$ cat src/common/bus_pkg.sv
/*
 * Bus widths and request/response structs for the pipelined register bus.
 * A request transfers whenever vld is high; the response follows one cycle later.
 */
`default_nettype none

package bus_pkg;

    ////////////////////////////////////////////////////////////////////////////
    // Bus widths
    ////////////////////////////////////////////////////////////////////////////

    // Byte address width
    localparam int unsigned BUS_AW = 8;
    // Data width
    localparam int unsigned BUS_DW = 32;

    ////////////////////////////////////////////////////////////////////////////
    // Request and response
    ////////////////////////////////////////////////////////////////////////////

    // Manager to subordinate, transfer in every cycle with vld high
    typedef struct packed {
        logic              vld;  // Request present
        logic              wen;  // Write when high, read when low
        logic [BUS_AW-1:0] adr;  // Byte address
        logic [BUS_DW-1:0] wdt;  // Write data
    } bus_req_t;

    // Subordinate to manager, one cycle after the transfer
    typedef struct packed {
        logic              vld;  // Response present, single cycle
        logic              err;  // Unmapped address
        logic [BUS_DW-1:0] rdt;  // Read data
    } bus_rsp_t;

endpackage : bus_pkg

`default_nettype wire

$ cat src/common/gpio_pkg.sv
/*
 * GPIO pin width, register map and pin word type.
 * Shared by the GPIO core blocks and the bus subordinate.
 */
`default_nettype none

package gpio_pkg;

    ////////////////////////////////////////////////////////////////////////////
    // Pin width
    ////////////////////////////////////////////////////////////////////////////

    // Number of pins, must not exceed the bus data width
    localparam int unsigned GPIO_W = 16;

    // One bit per pin
    typedef logic [GPIO_W-1:0] gpio_word_t;

    ////////////////////////////////////////////////////////////////////////////
    // Register map
    ////////////////////////////////////////////////////////////////////////////

    // Word index width and its position in the byte address
    localparam int unsigned REG_IDX_W   = 2;
    localparam int unsigned GPIO_IDX_LSB = 2;

    // Byte size of the mapped region, 0x10 and up is unmapped
    localparam int unsigned GPIO_MAP_SIZE = 16;

    // Word index into the map
    typedef enum logic [REG_IDX_W-1:0] {
        // 0x0 output value
        REG_OUT  = 2'd0,
        // 0x4 output enable
        REG_OE   = 2'd1,
        // 0x8 synchronized input, read only
        REG_IN   = 2'd2,
        // 0xC rising edge flags, write 1 to clear
        REG_EDGE = 2'd3
    } gpio_reg_e;

endpackage : gpio_pkg

`default_nettype wire

$ cat src/gpio/gpio_bus_sub.sv
/*
 * Bus subordinate for the GPIO core. Accepts every request in its cycle,
 * decodes the register index and answers one cycle later with a registered
 * response; addresses outside the map return err with zero data.
 */
`default_nettype none

module gpio_bus_sub (
    input  wire logic                 clk,
    input  wire logic                 rst_n,
    // Bus side
    input  wire bus_pkg::bus_req_t    req,
    output bus_pkg::bus_rsp_t         rsp,
    // Register side
    output logic                      wr_en,
    output gpio_pkg::gpio_reg_e       reg_idx,
    output gpio_pkg::gpio_word_t      wr_data,
    input  wire gpio_pkg::gpio_word_t rd_data
);

    import bus_pkg::*;
    import gpio_pkg::*;

    ////////////////////////////////////////////////////////////////////////////
    // Request decode
    ////////////////////////////////////////////////////////////////////////////

    // Address falls inside the register map
    logic mapped;
    // Mapped read in this cycle
    logic rd_hit;

    assign mapped = (req.adr < GPIO_MAP_SIZE);
    assign rd_hit = req.vld && !req.wen && mapped;

    // Writes reach the registers only for mapped addresses
    assign wr_en = req.vld && req.wen && mapped;

    // Word index from address bits 3:2, byte offset ignored
    assign reg_idx = gpio_reg_e'(req.adr[GPIO_IDX_LSB +: REG_IDX_W]);

    // Upper write data bits have no register behind them
    assign wr_data = req.wdt[GPIO_W-1:0];

    ////////////////////////////////////////////////////////////////////////////
    // Registered response
    ////////////////////////////////////////////////////////////////////////////

    logic              rsp_vld;
    logic              rsp_err;
    logic [BUS_DW-1:0] rsp_rdt;

    // Response valid exactly one cycle after each transfer
    always_ff @(posedge clk or negedge rst_n) begin
        if (!rst_n) begin
            rsp_vld <= 1'b0;
        end else begin
            rsp_vld <= req.vld;
        end
    end

    // Status and data captured with the transfer
    always_ff @(posedge clk) begin
        if (req.vld) begin
            rsp_err <= !mapped;
            // Zero-extended read word, zero for writes and errors
            rsp_rdt <= rd_hit ? BUS_DW'(rd_data) : '0;
        end
    end

    always_comb begin
        rsp     = '0;
        rsp.vld = rsp_vld;
        rsp.err = rsp_err;
        rsp.rdt = rsp_rdt;
    end

endmodule : gpio_bus_sub

`default_nettype wire

$ cat src/gpio/gpio_edge.sv
/*
 * Rising-edge detector with a write-1-to-clear flag register.
 * Any set flag raises irq; a new edge beats a clear of the same bit.
 */
`default_nettype none

module gpio_edge (
    input  wire logic                 clk,
    input  wire logic                 rst_n,
    input  wire gpio_pkg::gpio_word_t pin_sync,
    input  wire gpio_pkg::gpio_word_t edge_clr,
    output gpio_pkg::gpio_word_t      edge_flags,
    output logic                      irq
);

    import gpio_pkg::*;

    ////////////////////////////////////////////////////////////////////////////
    // Edge detection
    ////////////////////////////////////////////////////////////////////////////

    // Synchronized input from the previous cycle
    gpio_word_t prev_q;
    // Bits going 0 to 1 this cycle
    gpio_word_t rise;

    always_ff @(posedge clk or negedge rst_n) begin
        if (!rst_n) begin
            prev_q <= '0;
        end else begin
            prev_q <= pin_sync;
        end
    end

    assign rise = pin_sync & ~prev_q;

    ////////////////////////////////////////////////////////////////////////////
    // Flag register
    ////////////////////////////////////////////////////////////////////////////

    gpio_word_t flags_q;

    always_ff @(posedge clk or negedge rst_n) begin
        if (!rst_n) begin
            flags_q <= '0;
        end else begin
            // Clear first, then OR in new edges so a set wins
            flags_q <= (flags_q & ~edge_clr) | rise;
        end
    end

    assign edge_flags = flags_q;

    // Level interrupt, high while any flag is pending
    assign irq = |flags_q;

endmodule : gpio_edge

`default_nettype wire

$ cat src/gpio/gpio_regs.sv
/*
 * GPIO register file: output value and output enable registers,
 * write decode for the map and the combinational read multiplexer.
 * The edge flags live in gpio_edge; writes to REG_EDGE become a clear mask.
 */
`default_nettype none

module gpio_regs (
    input  wire logic                 clk,
    input  wire logic                 rst_n,
    // Register access from the bus subordinate
    input  wire logic                 wr_en,
    input  wire gpio_pkg::gpio_reg_e  reg_idx,
    input  wire gpio_pkg::gpio_word_t wr_data,
    output gpio_pkg::gpio_word_t      rd_data,
    // Input path and edge flags
    input  wire gpio_pkg::gpio_word_t pin_sync,
    input  wire gpio_pkg::gpio_word_t edge_flags,
    output gpio_pkg::gpio_word_t      edge_clr,
    // Pin outputs
    output gpio_pkg::gpio_word_t      gpio_o,
    output gpio_pkg::gpio_word_t      gpio_e
);

    import gpio_pkg::*;

    ////////////////////////////////////////////////////////////////////////////
    // Write decode
    ////////////////////////////////////////////////////////////////////////////

    logic wr_out;
    logic wr_oe;
    logic wr_edge;

    // One strobe per writable register, REG_IN has none
    assign wr_out  = wr_en && (reg_idx == REG_OUT);
    assign wr_oe   = wr_en && (reg_idx == REG_OE);
    assign wr_edge = wr_en && (reg_idx == REG_EDGE);

    ////////////////////////////////////////////////////////////////////////////
    // Output and enable registers
    ////////////////////////////////////////////////////////////////////////////

    gpio_word_t out_q;
    gpio_word_t oe_q;

    always_ff @(posedge clk or negedge rst_n) begin
        if (!rst_n) begin
            out_q <= '0;
        end else if (wr_out) begin
            out_q <= wr_data;
        end
    end

    always_ff @(posedge clk or negedge rst_n) begin
        if (!rst_n) begin
            oe_q <= '0;
        end else if (wr_oe) begin
            oe_q <= wr_data;
        end
    end

    // Pins follow the registers directly
    assign gpio_o = out_q;
    assign gpio_e = oe_q;

    ////////////////////////////////////////////////////////////////////////////
    // Edge clear
    ////////////////////////////////////////////////////////////////////////////

    // Ones in the written word clear the matching flags
    assign edge_clr = wr_edge ? wr_data : '0;

    ////////////////////////////////////////////////////////////////////////////
    // Read multiplexer
    ////////////////////////////////////////////////////////////////////////////

    // Current register values, so a read sees the state before a same-cycle write
    always_comb begin
        rd_data = '0;
        case (reg_idx)
            REG_OUT: begin
                rd_data = out_q;
            end
            REG_OE: begin
                rd_data = oe_q;
            end
            REG_IN: begin
                rd_data = pin_sync;
            end
            REG_EDGE: begin
                rd_data = edge_flags;
            end
            default: begin
                rd_data = '0;
            end
        endcase
    end

endmodule : gpio_regs

`default_nettype wire

$ cat src/gpio/gpio_sync.sv
/*
 * Multi-stage synchronizer for the asynchronous pin inputs.
 * STAGES flip-flop rows per bit; STAGES of 0 passes the input straight through.
 */
`default_nettype none

module gpio_sync #(
    parameter int unsigned STAGES = 2
) (
    input  wire logic                 clk,
    input  wire logic                 rst_n,
    input  wire gpio_pkg::gpio_word_t pin_async,
    output gpio_pkg::gpio_word_t      pin_sync
);

    import gpio_pkg::*;

    generate
        if (STAGES == 0) begin : g_bypass
            // No synchronization, input already in the clock domain
            assign pin_sync = pin_async;
        end else begin : g_chain
            // Row 0 samples the pins, last row drives the output
            gpio_word_t sync_q [STAGES];

            always_ff @(posedge clk or negedge rst_n) begin
                if (!rst_n) begin
                    for (int i = 0; i < STAGES; i++) begin
                        sync_q[i] <= '0;
                    end
                end else begin
                    sync_q[0] <= pin_async;
                    // Shift toward the output
                    for (int i = 1; i < STAGES; i++) begin
                        sync_q[i] <= sync_q[i-1];
                    end
                end
            end

            assign pin_sync = sync_q[STAGES-1];
        end
    endgenerate

endmodule : gpio_sync

`default_nettype wire

$ cat src/logic/gpio_subsys.sv
/*
 * GPIO peripheral top: bus subordinate, register file, input synchronizer
 * and edge detector. SYNC_STAGES sets the input synchronizer depth.
 */
`default_nettype none

module gpio_subsys #(
    parameter int unsigned SYNC_STAGES = 2
) (
    input  wire logic                 clk,
    input  wire logic                 rst_n,
    // Register bus
    input  wire bus_pkg::bus_req_t    req,
    output bus_pkg::bus_rsp_t         rsp,
    // Pins
    output gpio_pkg::gpio_word_t      gpio_o,
    output gpio_pkg::gpio_word_t      gpio_e,
    input  wire gpio_pkg::gpio_word_t gpio_i,
    // Interrupt
    output logic                      irq
);

    import gpio_pkg::*;

    // Bus subordinate to register file
    logic       wr_en;
    gpio_reg_e  reg_idx;
    gpio_word_t wr_data;
    gpio_word_t rd_data;

    // Input path and edge flags
    gpio_word_t pin_sync;
    gpio_word_t edge_clr;
    gpio_word_t edge_flags;

    gpio_bus_sub u_bus_sub (
        .clk     (clk),
        .rst_n   (rst_n),
        .req     (req),
        .rsp     (rsp),
        .wr_en   (wr_en),
        .reg_idx (reg_idx),
        .wr_data (wr_data),
        .rd_data (rd_data)
    );

    gpio_regs u_regs (
        .clk        (clk),
        .rst_n      (rst_n),
        .wr_en      (wr_en),
        .reg_idx    (reg_idx),
        .wr_data    (wr_data),
        .rd_data    (rd_data),
        .pin_sync   (pin_sync),
        .edge_flags (edge_flags),
        .edge_clr   (edge_clr),
        .gpio_o     (gpio_o),
        .gpio_e     (gpio_e)
    );

    // Pins into the clock domain
    gpio_sync #(
        .STAGES (SYNC_STAGES)
    ) u_sync (
        .clk       (clk),
        .rst_n     (rst_n),
        .pin_async (gpio_i),
        .pin_sync  (pin_sync)
    );

    gpio_edge u_edge (
        .clk        (clk),
        .rst_n      (rst_n),
        .pin_sync   (pin_sync),
        .edge_clr   (edge_clr),
        .edge_flags (edge_flags),
        .irq        (irq)
    );

endmodule : gpio_subsys

`default_nettype wire

$ cat config.mk
export PLATFORM = sky130hd
export DESIGN_NAME = gpio_subsys
export DESIGN_NICKNAME = d
export VERILOG_FILES = /design/src/common/bus_pkg.sv /design/src/common/gpio_pkg.sv /design/src/gpio/gpio_bus_sub.sv /design/src/gpio/gpio_edge.sv /design/src/gpio/gpio_regs.sv /design/src/gpio/gpio_sync.sv /design/src/logic/gpio_subsys.sv
export SDC_FILE = /design/constraint.sdc
export NUM_CORES = 1
export LEC_CHECK = 0
export BUFFER_PORTS_ARGS = -buffer_cell sky130_fd_sc_hd__buf_4
export CAP_MARGIN = 20
export CORE_UTILIZATION = 54
export CTS_BUF_LIST = sky130_fd_sc_hd__clkbuf_2 sky130_fd_sc_hd__clkbuf_4 sky130_fd_sc_hd__clkbuf_8
export DETAILED_ROUTE_END_ITERATION = 10
export PLACE_DENSITY = 0.82
export SYNTH_ARGS = -nofsm -noshare
export SYNTH_HDL_FRONTEND = slang
export SYNTH_HIERARCHICAL = 1
export SYNTH_SLANG_ARGS = --single-unit
$ cat constraint.sdc
create_clock -name clk -period 1.8 [get_ports clk]
set_clock_uncertainty 0.05 [all_clocks]
set_input_delay 0.36 -clock clk [delete_from_list [all_inputs] [get_ports clk]]
set_output_delay 0.36 -clock clk [all_outputs]
set_load 0.01 [all_outputs]
# After elaboration in Yosys (flattened, before gate mapping)

Cells that the tools add are included.

Bitwise gates (word level): 5
Order comparisons: 1
Reductions and logical operators: 11
Muxes and demuxes: 2
Eq/ne operators: 3

Operator list:

| cell                                                | count |
|---|---|
| case mux 16 bit (4 select lines)                    | 1 |
| bitwise AND 16 bit                                  | 2 |
| inverter 16 bit                                     | 2 |
| 2-to-1 mux 16 bit                                   | 1 |
| bitwise OR 16 bit                                   | 1 |
| OR reduction 16 bit                                 | 1 |
| < comparator 8 x 5 -> 1 bit, second input constant  | 1 |
| logical AND 1 bit                                   | 7 |
| equality test 2 bit, second input constant          | 2 |
| equality test 2 x 1 -> 1 bit, second input constant | 1 |
| zero test 1 bit                                     | 2 |
| zero test 2 bit                                     | 1 |

Word-level logic and storage cells: 32
Bits in registers: 130

# Depth between registers and ports, before layout

Depth after elaboration: 7
Mapped depth: 6
Mapped depth without buffers: 5

# Modules after synthesis

The synthesis kept the hierarchy.

By module, submodules not included:

| module       | times used | cells each | sequential area each (um^2) | area an instance (um^2) |
|---|---|---|---|---|
| gpio_regs    | 1          | 106        | 800.8                       | 1778.0 |
| gpio_edge    | 1          | 85         | 800.8                       | 1052.3 |
| gpio_bus_sub | 1          | 77         | 535.5                       | 973.4 |
| gpio_sync    | 1          | 48         | 800.8                       | 920.9 |

# Worst setup path after synthesis

OpenSTA, ideal clock, no wires.

Path type: input-to-reg
From: in req[39] (netlist name)
To: reg u_regs.out_q[0] (netlist: u_regs/gpio_o[0])
Buffers on the path: 1
Stages: 5
Arrival time: 1.849 ns
Slack: -0.225 ns
Setup time: 0.125 ns
Path through: nor4_4 > and3_2 > nor3b_4 > buf_12 > mux2_4

Longest elaborated chain between the ends: 3

RTL lines:

| element                     | RTL line           | source |
|---|---|---|
| from (decl)                 | gpio_subsys.sv:13  | `input wire bus_pkg::bus_req_t req,` |
| < comparator 8 x 5 -> 1 bit | gpio_bus_sub.sv:33 | `assign mapped = (req.adr < GPIO_MAP_SIZE);` |
| logical AND 1 bit           | gpio_bus_sub.sv:37 | `assign wr_en = req.vld && req.wen && mapped;` |
| named net wr_en             | gpio_subsys.sv:26  | `logic wr_en;` |
| logical AND 1 bit           | gpio_regs.sv:36    | `assign wr_out = wr_en && (reg_idx == REG_OUT);` |
| to (signal assigned)        | gpio_regs.sv:51    | `out_q <= wr_data;` |
| to (decl)                   | gpio_regs.sv:44    | `gpio_word_t out_q;` |

The timed path passes the listed nets, and every way through them passes these cells.
A chain may end at the register's enable or synchronous reset.

# Final worst setup path

From: reg u_edge.flags_q[7] (netlist: u_edge/edge_flags[7])
To: out irq

Longest elaborated chain between the ends: 1

RTL lines:

| element                | RTL line          | source |
|---|---|---|
| from (decl)            | gpio_edge.sv:41   | `gpio_word_t flags_q;` |
| from (signal assigned) | gpio_edge.sv:48   | `flags_q <= (flags_q & ~edge_clr) \| rise;` |
| OR reduction 16 bit    | gpio_edge.sv:55   | `assign irq = \|flags_q;` |
| to (decl)              | gpio_subsys.sv:20 | `output logic irq` |

No other way between the ends.

==> run_results.csv <==
group,metric,value,unit
setup_path,worstPathMaxFanout,2,
die,die-height,95.5,um
status,violations,"negative setup slack",
routing,totalWireLength,9300,um
die,placementRows,33,
timing,fmax,542,MHz
die,core,0.00834,sq mm
clock_tree,cts_tree,"built",
global_route,track_usage,22.9,%
global_route,grt_max_degree,37,
timing,slew_headroom,63.7,%
die,die_x,95.5,um
synth,synth_warnings,6,
layout,area_delta_synth_final,26.3,%
synth,yosysUniqueCellTypes,23,
worst_hold_path,hold_path_class,"in2reg",
layout,final_util,71.6,%
routing,ant_nets,0,
clock_tree,htreeDepth,4,
placed_design,dp_cells,481,
routing,via_per_inst,5.19,
layout,layout_commonest_cell,"buf_4",
timing,min_period_over_period,102,%
placed_design,hpwl,6150,um
setup_path,cp.required,1390,ps
layout,final_cell_mix,"buf_4 (106), dfrtp_1 (97), inv_1 (33), clkbuf_8 (22), mux2_2 (22)",
clock_tree,clkSinkCount,114,
clock_tree,clkTransAtPathRegs,70,ps
routing,num_vias,2770,
setup_path,critPathKind,"reg2out",
die,num_io_pins,127,
timing,postLayoutSetupSlackWorst,-44.5,ps
synth,avgSynthCellArea,15.0,sq um
global_route,grt_pass1_vias,2902,
clock_tree,cts_buffers,17,
pwr,ir_worst_vdd,0.556,mV
synth,netlist_instances,316,
layout,fin_cells,534,
synth,netlist_area,0.00472,sq mm
pwr,powerDensity,994,mW/mm^2
timing,whs,138,ps
routing,first_pass_iters,4,
setup_path,crit_path_end_kind,"output port",
layout,seq_area,0.00294,sq mm
placed_design,portBuffers,92,
run,cap_violations,0,
clock_tree,clk_latency,410,ps
timing,hold_viol_final,0,
synth,synth_seq_area_share,62.2,%
setup_path,crit_arrival,1430,ps
layout,multiInputGateArea,0.00129,sq mm
routing,drc,0,
synth,synth-seq-cells,114,
routing,drt-initial-drc-count,205,
placed_design,gp_congestion,0.804,
pwr,p_leak,3.01,nW
clock_tree,root_buffer,"clkbuf_8",
die,die_area,0.00913,sq mm
status,outcome,"complete, but fails checks",
die,initial_core_util,56.6,%
setup_path,start_kind,"register",
routing,wl_per_cell,17.4,um
layout,nFillCells,548,
timing,max_slew.worst_pin.slew,545,ps
timing,min_period,1840,ps
global_route,antenna_found_initial,0,
global_route,gr-total-overflow,0,
global_route,grt_first_pass_wirelength,14700,um
layout,nNetsFinal,476,
layout,antennaDiodeCount,0,
timing,rsz0062_at_grt,"yes",
timing,setup_viol,1,
clock_tree,cts.path.max_buffers,2,
timing,finalMaxSlewViolations,0,
layout,drive_gt1_share,46.9,%
## registers in the layout, indices dropped and copies added (netlist names)
register               flops
u_sync/pin_sync           16
u_regs/gpio_e             16
u_bus_sub/rsp_rdt         16
u_edge/prev_q             16
u_sync/g_chain.sync_q     16
u_bus_sub/rsp_err          1
u_edge/edge_flags         16
u_regs/gpio_o             16
u_bus_sub/rsp_vld          1
## critical path, cell delays in order, from the launching register on
cell,delay [ps]
dfrtp_1,420
nor4_4,330
nand4_1,120
buf_4,170
## path summary, 6_finish.rpt
kind                                      startpoint              endpoint  slack (ps)  cells after the start
min in group asynchronous                      rst_n  u_edge/edge_flags[3]         390                      2
max reg2reg                     u_edge/edge_flags[7]  u_bus_sub/rsp_rdt[7]         300                      3
min reg2reg                u_sync/g_chain.sync_q[21]    u_sync/pin_sync[5]         300                      0
min                                           req[0]      u_regs/gpio_o[0]         140                      2
max                             u_edge/edge_flags[7]                   irq         -40                      3
max in group asynchronous                      rst_n     u_regs/gpio_o[11]         770                      3
## kinds of logic (layout without fill, tap and decap cells)
kind of cell    after synthesis  count (layout)  share of synthesized area, %
other cells                   1              16                        0.0794
flops                       114             114                          62.2
buf+inv                      94             192                          12.5
simple gates                 43              43                          6.81
compound gates               16              16                          2.12
mux                          48              48                          16.3
## per-stage QoR
stage,power (mW),cell area [sq um],TNS [ps],setup WS (ps)
CTS,5.97,5950,-70.1,-70.1
detailed placement,3.40,5290,-3610,-235
finish,5.93,5970,-44.5,-44.5
floorplan,3.17,4780,-2690,-209
global route,6.15,5970,-128,-128
global placement,3.37,5290,-2840,-193
## cell type report
| type | instances | share of cell area [%] |
|---|---|---|
| sequential | 114 | 49.2 |
| clock inverter | 9 | 2.14 |
| tap | 105 | 2.20 |
| multi-input combinational | 123 | 21.6 |
| timing repair buffer | 127 | 17.5 |
| clock buffer | 23 | 5.20 |
| inverter | 33 | 2.08 |
## power breakdown
part	switching [mW]	internal [mW]
Clock	0.993	1.56
Sequential	0.0873	2.75
Combinational	0.233	0.309
Total	1.31	4.62
## cell usage after synthesis, drive strengths merged
master   n  share of area (%)
dfrtp   97                 51
buf     58                9.7
inv     33                2.6
mux2    32                8.4
and3    18                2.6
edfxtp  17                 11
and2    16                2.1
mux4    16                7.9
o22ai   16                2.1
nor4     5               0.98
clkbuf   3               0.24
and2b    1               0.16
conb     1              0.079
nand3b   1               0.42
nand4    1               0.13
nor3b    1               0.40
## what timing repair did
action / 4_1_cts / 5_1_grt
hold buffers: 17 / 0
gates resized for setup: 4 / 1
buffers inserted: 3 / 1
endpoints found under the hold margin: 46 / 0
pin swaps: 3 / 1
endpoints found under the setup margin: 1 / 1
## routing by layer
metal	GRT usage, %	wire length [um]	vias up	part of all wire [%]
met4	10.9	184	0	2.0
met1	29.7	3920	1423	42
met3	5.58	456	16	4.9
met5	0	0	-	0
li1	-	-	1228	-
met2	36.3	4740	103	51
Power figures use the tool's default switching activity.
